`src/hdl/vtl_pkg.sv`:
```
// video/bus controller shared definitions
// geometry, bus slots, port map, types and palette
`default_nettype none

package vtl_pkg;

	// timing defaults, all in pixel clocks or lines
	localparam logic [9:0] HSW         = 10'd66;  // hsync width
	localparam logic [9:0] HBP         = 10'd78;  // back porch
	localparam logic [9:0] HFP         = 10'd10;  // front porch
	localparam logic [9:0] H_VISIBLE   = 10'd798; // border + active
	localparam logic [9:0] LEFT_BORDER = 10'd72;
	localparam logic [9:0] ACTIVE_W    = 10'd640;
	localparam logic [9:0] LINE_LEN    = 10'd952; // HSW+HBP+H_VISIBLE+HFP
	localparam logic [9:0] V_LINES     = 10'd312;
	localparam logic [9:0] TOP_BORDER  = 10'd64;
	localparam logic [9:0] ACTIVE_H    = 10'd192;
	localparam logic [9:0] VSYNC_LINES = 10'd2;

	// 8-clock bus schedule, slots 3..6 belong to the cpu
	localparam logic [2:0] SLOT_CPU_ENABLE  = 3'd2;
	localparam logic [2:0] SLOT_CPU_ACCESS  = 3'd3;
	localparam logic [2:0] SLOT_WRITE_END   = 3'd4;
	localparam logic [2:0] SLOT_VIDEO_START = 3'd7; // video address update
	localparam logic [2:0] SLOT_VIDEO_LATCH = 3'd0; // video byte capture

	localparam logic [7:0] PORT_BANK0  = 8'h40; // 0x40..0x43
	localparam logic [7:0] PORT_MODE   = 8'h44;
	localparam logic [7:0] PORT_COLORS = 8'h45;

	localparam logic [3:0]  MAPPED_IO_BANK = 4'd2;
	localparam logic [13:0] MAPPED_IO_LO   = 14'h2800;
	localparam logic [13:0] MAPPED_IO_HI   = 14'h2FFF;
	localparam logic [3:0]  RAM_BANK       = 4'd3;

	typedef logic [3:0]  color_t;    // palette index
	typedef logic [5:0]  rgb_t;      // one dac channel
	typedef logic [24:0] mem_addr_t;
	typedef enum logic {GR5 = 1'b0, GR3 = 1'b1} gr_mode_t;

	// 4 bits per channel, r in 11:8
	localparam logic [0:15][11:0] PALETTE = {
		12'h000, 12'h008, 12'h080, 12'h088,
		12'h800, 12'h088, 12'h880, 12'h888,
		12'h444, 12'h44f, 12'h4f4, 12'h4ff,
		12'hf44, 12'hf4f, 12'hff4, 12'hfff
	};

	localparam color_t BLANK_COLOR = 4'd12; // forced blank

endpackage

`default_nettype wire

```
`src/hdl/vdc_regs_if.sv`:
```
// video configuration from the cpu bus decoder to the fetch path
`timescale 1ns/100ps
`default_nettype none

interface vdc_regs_if import vtl_pkg::*; ();

	logic     gfx_enable; // mapped io bit 3
	gr_mode_t mode;
	logic     page_7;     // video ram in page 7, else page 3
	color_t   border;
	color_t   fg;
	color_t   bg;

	modport regs (output gfx_enable, mode, page_7, border, fg, bg);
	modport view (input gfx_enable, mode, page_7, border, fg, bg);

endinterface

`default_nettype wire

```
`src/hdl/video_timing.sv`:
```
// raster counters, sync and region flags
// also hands out the 8-clock bus slot
`timescale 1ns/100ps
`default_nettype none

module video_timing import vtl_pkg::*; #(
	parameter logic [9:0] HSW         = vtl_pkg::HSW,
	parameter logic [9:0] HBP         = vtl_pkg::HBP,
	parameter logic [9:0] HFP         = vtl_pkg::HFP,
	parameter logic [9:0] H_VISIBLE   = vtl_pkg::H_VISIBLE,
	parameter logic [9:0] LEFT_BORDER = vtl_pkg::LEFT_BORDER,
	parameter logic [9:0] ACTIVE_W    = vtl_pkg::ACTIVE_W,
	parameter logic [9:0] V_LINES     = vtl_pkg::V_LINES,
	parameter logic [9:0] TOP_BORDER  = vtl_pkg::TOP_BORDER,
	parameter logic [9:0] ACTIVE_H    = vtl_pkg::ACTIVE_H
) (
	input  logic       F14M,
	input  logic       RESET,
	output logic [2:0] slot,
	output logic [9:0] xcnt,             // column inside active area
	output logic [7:0] row,              // active area line
	output logic       line_start_fetch,
	output logic       blanking,
	output logic       border,
	output logic       hsync,
	output logic       vsync,
	output logic       cpuena
);

	localparam logic [9:0] H_VIS_START = HSW + HBP;
	localparam logic [9:0] H_ACT_START = H_VIS_START + LEFT_BORDER;
	localparam logic [9:0] H_VIS_END   = H_VIS_START + H_VISIBLE;
	localparam logic [9:0] H_LAST      = H_VIS_END + HFP - 10'd1;
	localparam logic [9:0] LOAD_COL    = H_ACT_START - 10'd9; // one byte early, slot 7

	logic [9:0] hcnt;
	logic [9:0] vcnt;

	always_ff @(posedge F14M) begin
		if (RESET) begin
			hcnt <= '0;
			vcnt <= '0;
			row  <= '0;
		end else if (hcnt == H_LAST) begin
			hcnt <= '0;
			vcnt <= (vcnt == V_LINES - 10'd1) ? 10'd0 : vcnt + 10'd1;
			// row 0 is the first line below the top border
			row  <= (vcnt == TOP_BORDER - 10'd1) ? 8'd0 : row + 8'd1;
		end else begin
			hcnt <= hcnt + 10'd1;
		end
	end

	assign slot = hcnt[2:0];
	assign xcnt = hcnt - H_ACT_START; // active start is 8-aligned
	assign cpuena = (slot == SLOT_CPU_ENABLE);
	assign line_start_fetch = (hcnt == LOAD_COL);

	assign hsync = !(hcnt < HSW);         // negative
	assign vsync = !(vcnt < VSYNC_LINES); // negative

	assign blanking = hcnt < H_VIS_START || hcnt >= H_VIS_END || vcnt < VSYNC_LINES;
	assign border = vcnt < TOP_BORDER || vcnt >= TOP_BORDER + ACTIVE_H
		|| hcnt < H_ACT_START || hcnt >= H_ACT_START + ACTIVE_W;

endmodule

`default_nettype wire

```
`src/hdl/cpu_bus.sv`:
```
// z80 bus decode: banking, mapped io, video ports
// and the shared byte-wide memory port
`timescale 1ns/100ps
`default_nettype none

module cpu_bus import vtl_pkg::*; (
	input  logic        F14M,
	input  logic        RESET,
	input  logic [2:0]  slot,
	input  logic        mreq_n,
	input  logic        iorq_n,
	input  logic        rd_n,
	input  logic        wr_n,
	input  logic [15:0] a,
	input  logic [7:0]  cpu_dout,
	input  logic [6:0]  kd,
	input  logic        cassette_in,
	input  logic [7:0]  mem_rdata,
	input  mem_addr_t   video_addr,
	output logic [7:0]  cpu_din,
	output mem_addr_t   mem_addr,
	output logic [7:0]  mem_wdata,
	output logic        mem_wr,
	output logic        mem_rd,
	output logic        buzzer,
	output logic        casout,
	vdc_regs_if.regs    vdc
);

	logic mreq, iorq, rd, wr;
	assign mreq = !mreq_n;
	assign iorq = !iorq_n;
	assign rd   = !rd_n;
	assign wr   = !wr_n;

	logic [3:0][3:0] banks;   // 16k page per cpu quarter
	logic [3:0]      bank;
	logic [13:0]     base;
	logic            bank_is_ram, mapped_io, access, cpu_slot;

	assign bank = banks[a[15:14]];
	assign base = a[13:0];
	assign bank_is_ram = (bank == RAM_BANK);
	assign mapped_io = bank == MAPPED_IO_BANK && base >= MAPPED_IO_LO && base <= MAPPED_IO_HI;
	assign access = (slot == SLOT_CPU_ACCESS);

	always_ff @(posedge F14M) begin
		if (RESET) begin
			banks          <= '0;
			mem_wr         <= 1'b0;
			mem_rd         <= 1'b0;
			buzzer         <= 1'b0;
			casout         <= 1'b0;
			vdc.gfx_enable <= 1'b0;
			vdc.mode       <= GR5;
			vdc.page_7     <= 1'b0;
			vdc.border     <= '0;
			vdc.fg         <= '0;
			vdc.bg         <= '0;
		end else begin
			mem_rd <= (slot != SLOT_CPU_ENABLE - 3'd1); // low through slot 2
			if (slot == SLOT_WRITE_END)
				mem_wr <= 1'b0;                    // one clock pulse
			if (access && mreq && wr) begin
				if (mapped_io) begin
					vdc.gfx_enable <= cpu_dout[3];
					casout         <= cpu_dout[2];
					buzzer         <= cpu_dout[0];
				end else begin
					mem_wr <= bank_is_ram;             // rom banks ignore writes
				end
			end
			if (access && iorq && wr) begin
				if (a[7:2] == PORT_BANK0[7:2]) begin
					banks[a[1:0]] <= cpu_dout[3:0];
				end else if (a[7:0] == PORT_MODE) begin
					vdc.page_7 <= !cpu_dout[3];
					vdc.mode   <= (cpu_dout[2:0] == 3'b011) ? GR3 : GR5; // rest falls to gr5
					vdc.border <= cpu_dout[7:4];
				end else if (a[7:0] == PORT_COLORS) begin
					vdc.fg <= cpu_dout[7:4];
					vdc.bg <= cpu_dout[3:0];
				end
			end
		end
	end

	// data paths
	always_ff @(posedge F14M) begin
		if (access && mreq && rd)
			cpu_din <= mapped_io ? {cassette_in, kd} : mem_rdata;
		if (access && mreq && wr)
			mem_wdata <= cpu_dout;
	end

	// cpu owns the address in slots 3..6
	assign cpu_slot = slot >= SLOT_CPU_ACCESS && slot < SLOT_VIDEO_START;
	assign mem_addr = cpu_slot ? {7'd0, bank, base} : video_addr;

endmodule

`default_nettype wire

```
`src/hdl/video_fetch.sv`:
```
// video ram address generator and pixel pipe
// gr5 1bpp and gr3 4bpp, with border and blank priority
`timescale 1ns/100ps
`default_nettype none

module video_fetch import vtl_pkg::*; (
	input  logic       F14M,
	input  logic       RESET,
	input  logic [2:0] slot,
	input  logic [9:0] xcnt,
	input  logic [7:0] row,
	input  logic       line_start_fetch,
	input  logic       blanking,
	input  logic       border,
	input  logic       blank,      // forced blank, e.g. during download
	input  logic [7:0] mem_rdata,
	output mem_addr_t  video_addr,
	output color_t     pixel,
	vdc_regs_if.view   vdc
);

	logic [13:0] vram_addr;
	logic [7:0]  byte_latch;
	logic [7:0]  shifter;
	logic [3:0]  page;

	// address update and byte capture
	always_ff @(posedge F14M) begin
		if (slot == SLOT_VIDEO_START) begin
			if (line_start_fetch)
				// interleaved rows, 80 bytes each
				vram_addr <= {row[2:0], row[5:3], row[7:6], row[7:6], 4'd0};
			else
				vram_addr <= vram_addr + 14'd1;
		end
		if (slot == SLOT_VIDEO_LATCH)
			byte_latch <= mem_rdata;
	end

	assign page = vdc.page_7 ? 4'h7 : 4'h3;
	assign video_addr = {7'd0, page, vram_addr};

	// shifter, reloaded on the last clock of each byte
	always_ff @(posedge F14M) begin
		if (xcnt[2:0] == 3'd7)
			shifter <= byte_latch;
		else if (vdc.mode == GR5)
			shifter <= shifter >> 1;   // lsb first
		else if (xcnt[1:0] == 2'd0)
			shifter <= shifter >> 4;   // low nibble first
	end

	always_ff @(posedge F14M) begin
		if (RESET)
			pixel <= '0;
		else if (blanking)
			pixel <= '0;
		else if (blank)
			pixel <= BLANK_COLOR;
		else if (border)
			pixel <= vdc.border;
		else if (!vdc.gfx_enable)
			pixel <= vdc.bg;              // graphics off shows background
		else if (vdc.mode == GR5)
			pixel <= shifter[0] ? vdc.fg : vdc.bg;
		else if (xcnt[1:0] == 2'd0)
			pixel <= shifter[3:0];        // gr3 holds for 4 clocks
	end

endmodule

`default_nettype wire

```
`src/hdl/palette.sv`:
```
// fixed 16-entry palette, index to 6-bit rgb
`timescale 1ns/100ps
`default_nettype none

module palette import vtl_pkg::*; (
	input  color_t pixel,
	output rgb_t   r,
	output rgb_t   g,
	output rgb_t   b
);

	logic [11:0] entry;

	assign entry = PALETTE[pixel];

	// 4-bit channels padded to the 6-bit dac
	assign r = {entry[11:8], 2'b00};
	assign g = {entry[7:4], 2'b00};
	assign b = {entry[3:0], 2'b00};

endmodule

`default_nettype wire

```
`src/hdl/vtl_top.sv`:
```
// video and bus controller top level
`timescale 1ns/100ps
`default_nettype none

module vtl_top import vtl_pkg::*; #(
	parameter logic [9:0] HSW         = vtl_pkg::HSW,
	parameter logic [9:0] HBP         = vtl_pkg::HBP,
	parameter logic [9:0] HFP         = vtl_pkg::HFP,
	parameter logic [9:0] H_VISIBLE   = vtl_pkg::H_VISIBLE,
	parameter logic [9:0] LEFT_BORDER = vtl_pkg::LEFT_BORDER,
	parameter logic [9:0] ACTIVE_W    = vtl_pkg::ACTIVE_W,
	parameter logic [9:0] V_LINES     = vtl_pkg::V_LINES,
	parameter logic [9:0] TOP_BORDER  = vtl_pkg::TOP_BORDER,
	parameter logic [9:0] ACTIVE_H    = vtl_pkg::ACTIVE_H
) (
	input  logic        F14M,        // pixel clock
	input  logic        RESET,
	input  logic        blank,
	output logic        cpuena,      // z80 clock enable
	input  logic        mreq_n,
	input  logic        iorq_n,
	input  logic        rd_n,
	input  logic        wr_n,
	input  logic [15:0] a,
	input  logic [7:0]  cpu_dout,
	output logic [7:0]  cpu_din,
	input  logic [6:0]  kd,          // keyboard row data
	input  logic        cassette_in,
	output mem_addr_t   mem_addr,
	input  logic [7:0]  mem_rdata,
	output logic [7:0]  mem_wdata,
	output logic        mem_wr,
	output logic        mem_rd,
	output logic        hsync,
	output logic        vsync,
	output rgb_t        r,
	output rgb_t        g,
	output rgb_t        b,
	output logic        buzzer,
	output logic        casout
);

	logic [2:0] slot;
	logic [9:0] xcnt;
	logic [7:0] row;
	logic       line_start_fetch, blanking, border;
	mem_addr_t  video_addr;
	color_t     pixel;

	vdc_regs_if vdc ();

	video_timing #(
		.HSW(HSW), .HBP(HBP), .HFP(HFP), .H_VISIBLE(H_VISIBLE),
		.LEFT_BORDER(LEFT_BORDER), .ACTIVE_W(ACTIVE_W), .V_LINES(V_LINES),
		.TOP_BORDER(TOP_BORDER), .ACTIVE_H(ACTIVE_H)
	) u_timing (
		.F14M(F14M), .RESET(RESET), .slot(slot), .xcnt(xcnt), .row(row),
		.line_start_fetch(line_start_fetch), .blanking(blanking), .border(border),
		.hsync(hsync), .vsync(vsync), .cpuena(cpuena)
	);

	cpu_bus u_bus (
		.F14M(F14M), .RESET(RESET), .slot(slot), .mreq_n(mreq_n), .iorq_n(iorq_n),
		.rd_n(rd_n), .wr_n(wr_n), .a(a), .cpu_dout(cpu_dout), .kd(kd),
		.cassette_in(cassette_in), .mem_rdata(mem_rdata), .video_addr(video_addr),
		.cpu_din(cpu_din), .mem_addr(mem_addr), .mem_wdata(mem_wdata), .mem_wr(mem_wr),
		.mem_rd(mem_rd), .buzzer(buzzer), .casout(casout), .vdc(vdc.regs)
	);

	video_fetch u_fetch (
		.F14M(F14M), .RESET(RESET), .slot(slot), .xcnt(xcnt), .row(row),
		.line_start_fetch(line_start_fetch), .blanking(blanking), .border(border),
		.blank(blank), .mem_rdata(mem_rdata), .video_addr(video_addr), .pixel(pixel),
		.vdc(vdc.view)
	);

	palette u_palette (.pixel(pixel), .r(r), .g(g), .b(b));

endmodule

`default_nettype wire

```
`config.mk`:
```
export PLATFORM = sky130hd
export DESIGN_NAME = vtl_top
export DESIGN_NICKNAME = d
export VERILOG_FILES = /design/src/hdl/vtl_pkg.sv /design/src/hdl/vdc_regs_if.sv /design/src/hdl/video_timing.sv /design/src/hdl/cpu_bus.sv /design/src/hdl/video_fetch.sv /design/src/hdl/palette.sv /design/src/hdl/vtl_top.sv
export SDC_FILE = /design/constraint.sdc
export NUM_CORES = 1
export LEC_CHECK = 0
export ABC_AREA = 1
export BUFFER_PORTS_ARGS = -buffer_cell sky130_fd_sc_hd__buf_2
export CAP_MARGIN = 25
export CORE_MARGIN = 5
export CORE_UTILIZATION = 30
export DETAILED_ROUTE_END_ITERATION = 10
export SLEW_MARGIN = 10
export SYNTH_ARGS = -nofsm -noshare
export SYNTH_HDL_FRONTEND = slang
export SYNTH_SLANG_ARGS = --single-unit
```
`constraint.sdc`:
```
create_clock -name F14M -period 5.3 [get_ports F14M]
set_input_delay 1.325 -clock F14M [delete_from_list [all_inputs] [get_ports F14M]]
set_output_delay 1.325 -clock F14M [all_outputs]
set_load 0.02 [all_outputs]
```
==> run_results.csv <==
group,metric,value,unit
run_status,status,"completed",
clock_tree,cts_buffers,17,
worst_setup_path,r2r-start,"u_timing.hcnt[0]",
pwr,irDropWorstVdd,0.133,mV
worst_setup_path,critPathLaunchType,"register",
pwr,power,2.19,mW
pwr,cellPowerDensity,302,nW/um^2
die,num_io_pins,113,
yosys,synth_area_leader_cell,"edfxtp_1",
finish,n_antenna_cell,0,
timing,setup_violations,0,
pwr,p_leak,3.16,nW
finish,final_common_cell,"nand2_1",
die,start_util,30.2,%
global_route,antenna_found_initial,0,
timing,timing.hold.ws,0.469,ns
place,hpwl,11400,um
routing,drtPass1Iterations,5,
finish,final_cell_mix,"nand2_1, buf_2, nor2_1",
worst_setup_path,crit_type,"register to output port",
finish,drive_gt1_share,18.1,%
routing,drc,0,
worst_setup_path,critical_path_required,3.97,ns
yosys,syn_area,6040,sq um
clock_tree,cts_tree,"done",
timing,maxSlewHeadroom,52.2,%
die,coreArea,20000,sq um
routing,via_per_inst,4.56,
yosys,synth_top_area_share,22.9,%
die,die-area,23100,sq um
worst_setup_path,startpoint,"u_timing.hcnt[2]",
die,die_y,152,um
clock_tree,post_cts_resized,0,
global_route,grt_overflow,0,
run,cap_violations,0,
yosys,seq_area_frac_synth,45.0,%
timing,rsz0062_at_grt,"false",
die,die_w,152,um
routing,drt_iter0_drc,318,
global_route,grt_pass1_wl,24900,um
die,num_rows,52,
yosys,yosysUniqueCellTypes,41,
routing,drtAntennaViolNets,0,
clock_tree,ctsHoldBuffers,0,
routing,wire_per_inst,12.9,um
global_route,grt_max_degree,34,
worst_hold_path,worstHoldStart,"u_bus.banks[14]",
place,port_buffers,99,
clock_tree,cts.clk_slew.worst_paths,0.05,ns
clock_tree,cts_buffer_depth,2,
worst_setup_path,end_kind,"output port",
global_route,grt.total_usage,13.1,%
timing,max_slew.worst_pin.slew,0.715,ns
timing,final_max_slew_viol_count,0,
clock_tree,insertion_delay,0.41,ns
clock_tree,numClockSinks,113,
routing,vias,5359,
timing,fin_tns_setup,0,ns
yosys,synthCells,799,
clock_tree,cts_max_level,4,
place,gp_congestion,0.837,
worst_setup_path,cp_max_fo,23,
yosys,synth_warnings,0,
yosys,synth.area.top_cells,"edfxtp_1, dfxtp_1, nand2_1, nor2_1, inv_1",
timing,finalCritPeriodShare,75.1,%
yosys,syn_area_per_cell,7.57,sq um
global_route,grt_pass1_vias,5044,
routing,routed_wl,15100,um
worst_hold_path,hold_class,"register to register",
finish,fin_nets,947,
clock_tree,cts_setup_buffers,0,
timing,fmax,251,MHz
timing,clock_skew,0.00629,ns
clock_tree,cts-root-buf,"clkbuf_16",
finish,synthToLayoutAreaGrowth,20.0,%
yosys,synth_seq_cells,113,
timing,min_period,3.98,ns
timing,timing.final.hold_violations,0,
worst_setup_path,crit_arrival,2.65,ns
==> report_power, final <==
group / total [mW] / internal [mW] / switching, mW
clock: 1.12 / 0.729 / 0.390
combinational: 0.148 / 0.0421 / 0.106
sequential: 0.924 / 0.918 / 0.00663
==> per-layer routing <==
layer  vias up  share of wire (%)  global-route usage, %
met5         -                  0                      0
met4         0                1.5                   4.32
met3        16                3.4                   2.93
met2        93                 52                   24.2
met1      2476                 43                   15.0
li1       2774                  -                      -
==> final timing paths <==
kind / slack, ns / cells past startpoint / end
max: 1.32 / 8 / mem_addr[11]
min: 0.47 / 2 / u_bus.banks[14]
max reg2reg: 2.65 / 9 / u_bus.vdc.fg[3]
min reg2reg: 0.47 / 2 / u_bus.banks[14]
==> area by class of cell <==
class | instances | area, sq um
fill | 2108 | 12800
multi-input combinational | 568 | 2750
sequential | 113 | 2720
timing repair buffer | 102 | 518
clock buffer | 19 | 433
inverter | 89 | 348
tap | 270 | 338
clock inverter | 13 | 144
==> worst max-delay path, stage by stage (launching register included) <==
cell,delay (ns)
dfxtp_1,0.51
inv_1,0.13
ha_1,0.22
inv_2,0.10
o211ai_1,0.10
nand2_1,0.46
inv_1,0.30
o21ai_0,0.23
buf_2,0.19
==> per-stage QoR <==
| stage | utilization (%) | setup WS [ns] | std cells | instance area, sq um |
|---|---|---|---|---|
| 3_5_place_dp | 33.3 | 1.76 | 1141 | 6670 |
| 2_1_floorplan | - | 1.78 | 811 | 6090 |
| 4_1_cts | 36.2 | 1.31 | 1173 | 7250 |
| 5_1_grt | 36.2 | 1.02 | 1174 | 7250 |
| 3_3_place_gp | 33.3 | 1.76 | 1141 | 6670 |
| 6_report | 36.2 | 1.32 | 1174 | 7250 |
==> kinds of logic (layout without fill, tap and decap cells) <==
| logic type | Yosys count | in the layout | synth area share [%] |
|---|---|---|---|
| buf+inv | 130 | 223 | 10.2 |
| compound gates | 119 | 119 | 10.5 |
| simple gates | 411 | 411 | 30.0 |
| xor+xnor | 16 | 16 | 2.32 |
| fa+ha+maj | 9 | 9 | 1.86 |
| flops | 113 | 113 | 45.0 |
| other cells | 1 | 13 | 0.0620 |
==> state kept, by name, summed over array words and instances (netlist names) <==
| signal | cells |
|---|---|
| u_bus.banks | 16 |
| u_fetch.vram_addr | 14 |
| u_timing.hcnt | 10 |
| u_timing.vcnt | 10 |
| u_bus.cpu_din | 8 |
| u_bus.mem_wdata | 8 |
| u_fetch.byte_latch | 8 |
| u_fetch.shifter | 8 |
| u_timing.row | 8 |
| u_bus.vdc.bg | 4 |
| u_bus.vdc.border | 4 |
| u_bus.vdc.fg | 4 |
| u_fetch.pixel | 4 |
| u_bus.buzzer | 1 |
| u_bus.casout | 1 |
| u_bus.mem_rd | 1 |
| u_bus.mem_wr | 1 |
| u_bus.vdc.gfx_enable | 1 |
| u_bus.vdc.mode | 1 |
| u_bus.vdc.page_7 | 1 |
==> cell usage after synthesis (all sizes together) <==
| cell | number |
|---|---|
| nor3 | 21 |
| dfxtp | 67 |
| edfxtp | 46 |
| o22ai | 5 |
| or3 | 1 |
| nand2 | 217 |
| a211oi | 1 |
| xnor2 | 3 |
| a21boi | 1 |
| nand3b | 1 |
| xor2 | 13 |
| or2 | 1 |
| conb | 1 |
| a31oi | 1 |
| ha | 9 |
| clkinv | 3 |
| buf | 32 |
| o211ai | 1 |
| o21ai | 45 |
| nand3 | 57 |
| nand4 | 19 |
| clkbuf | 9 |
| o21bai | 1 |
| inv | 86 |
| o21a | 8 |
| nor2 | 94 |
| a21oi | 56 |
Note: power is estimated with default switching activity, not from simulation.
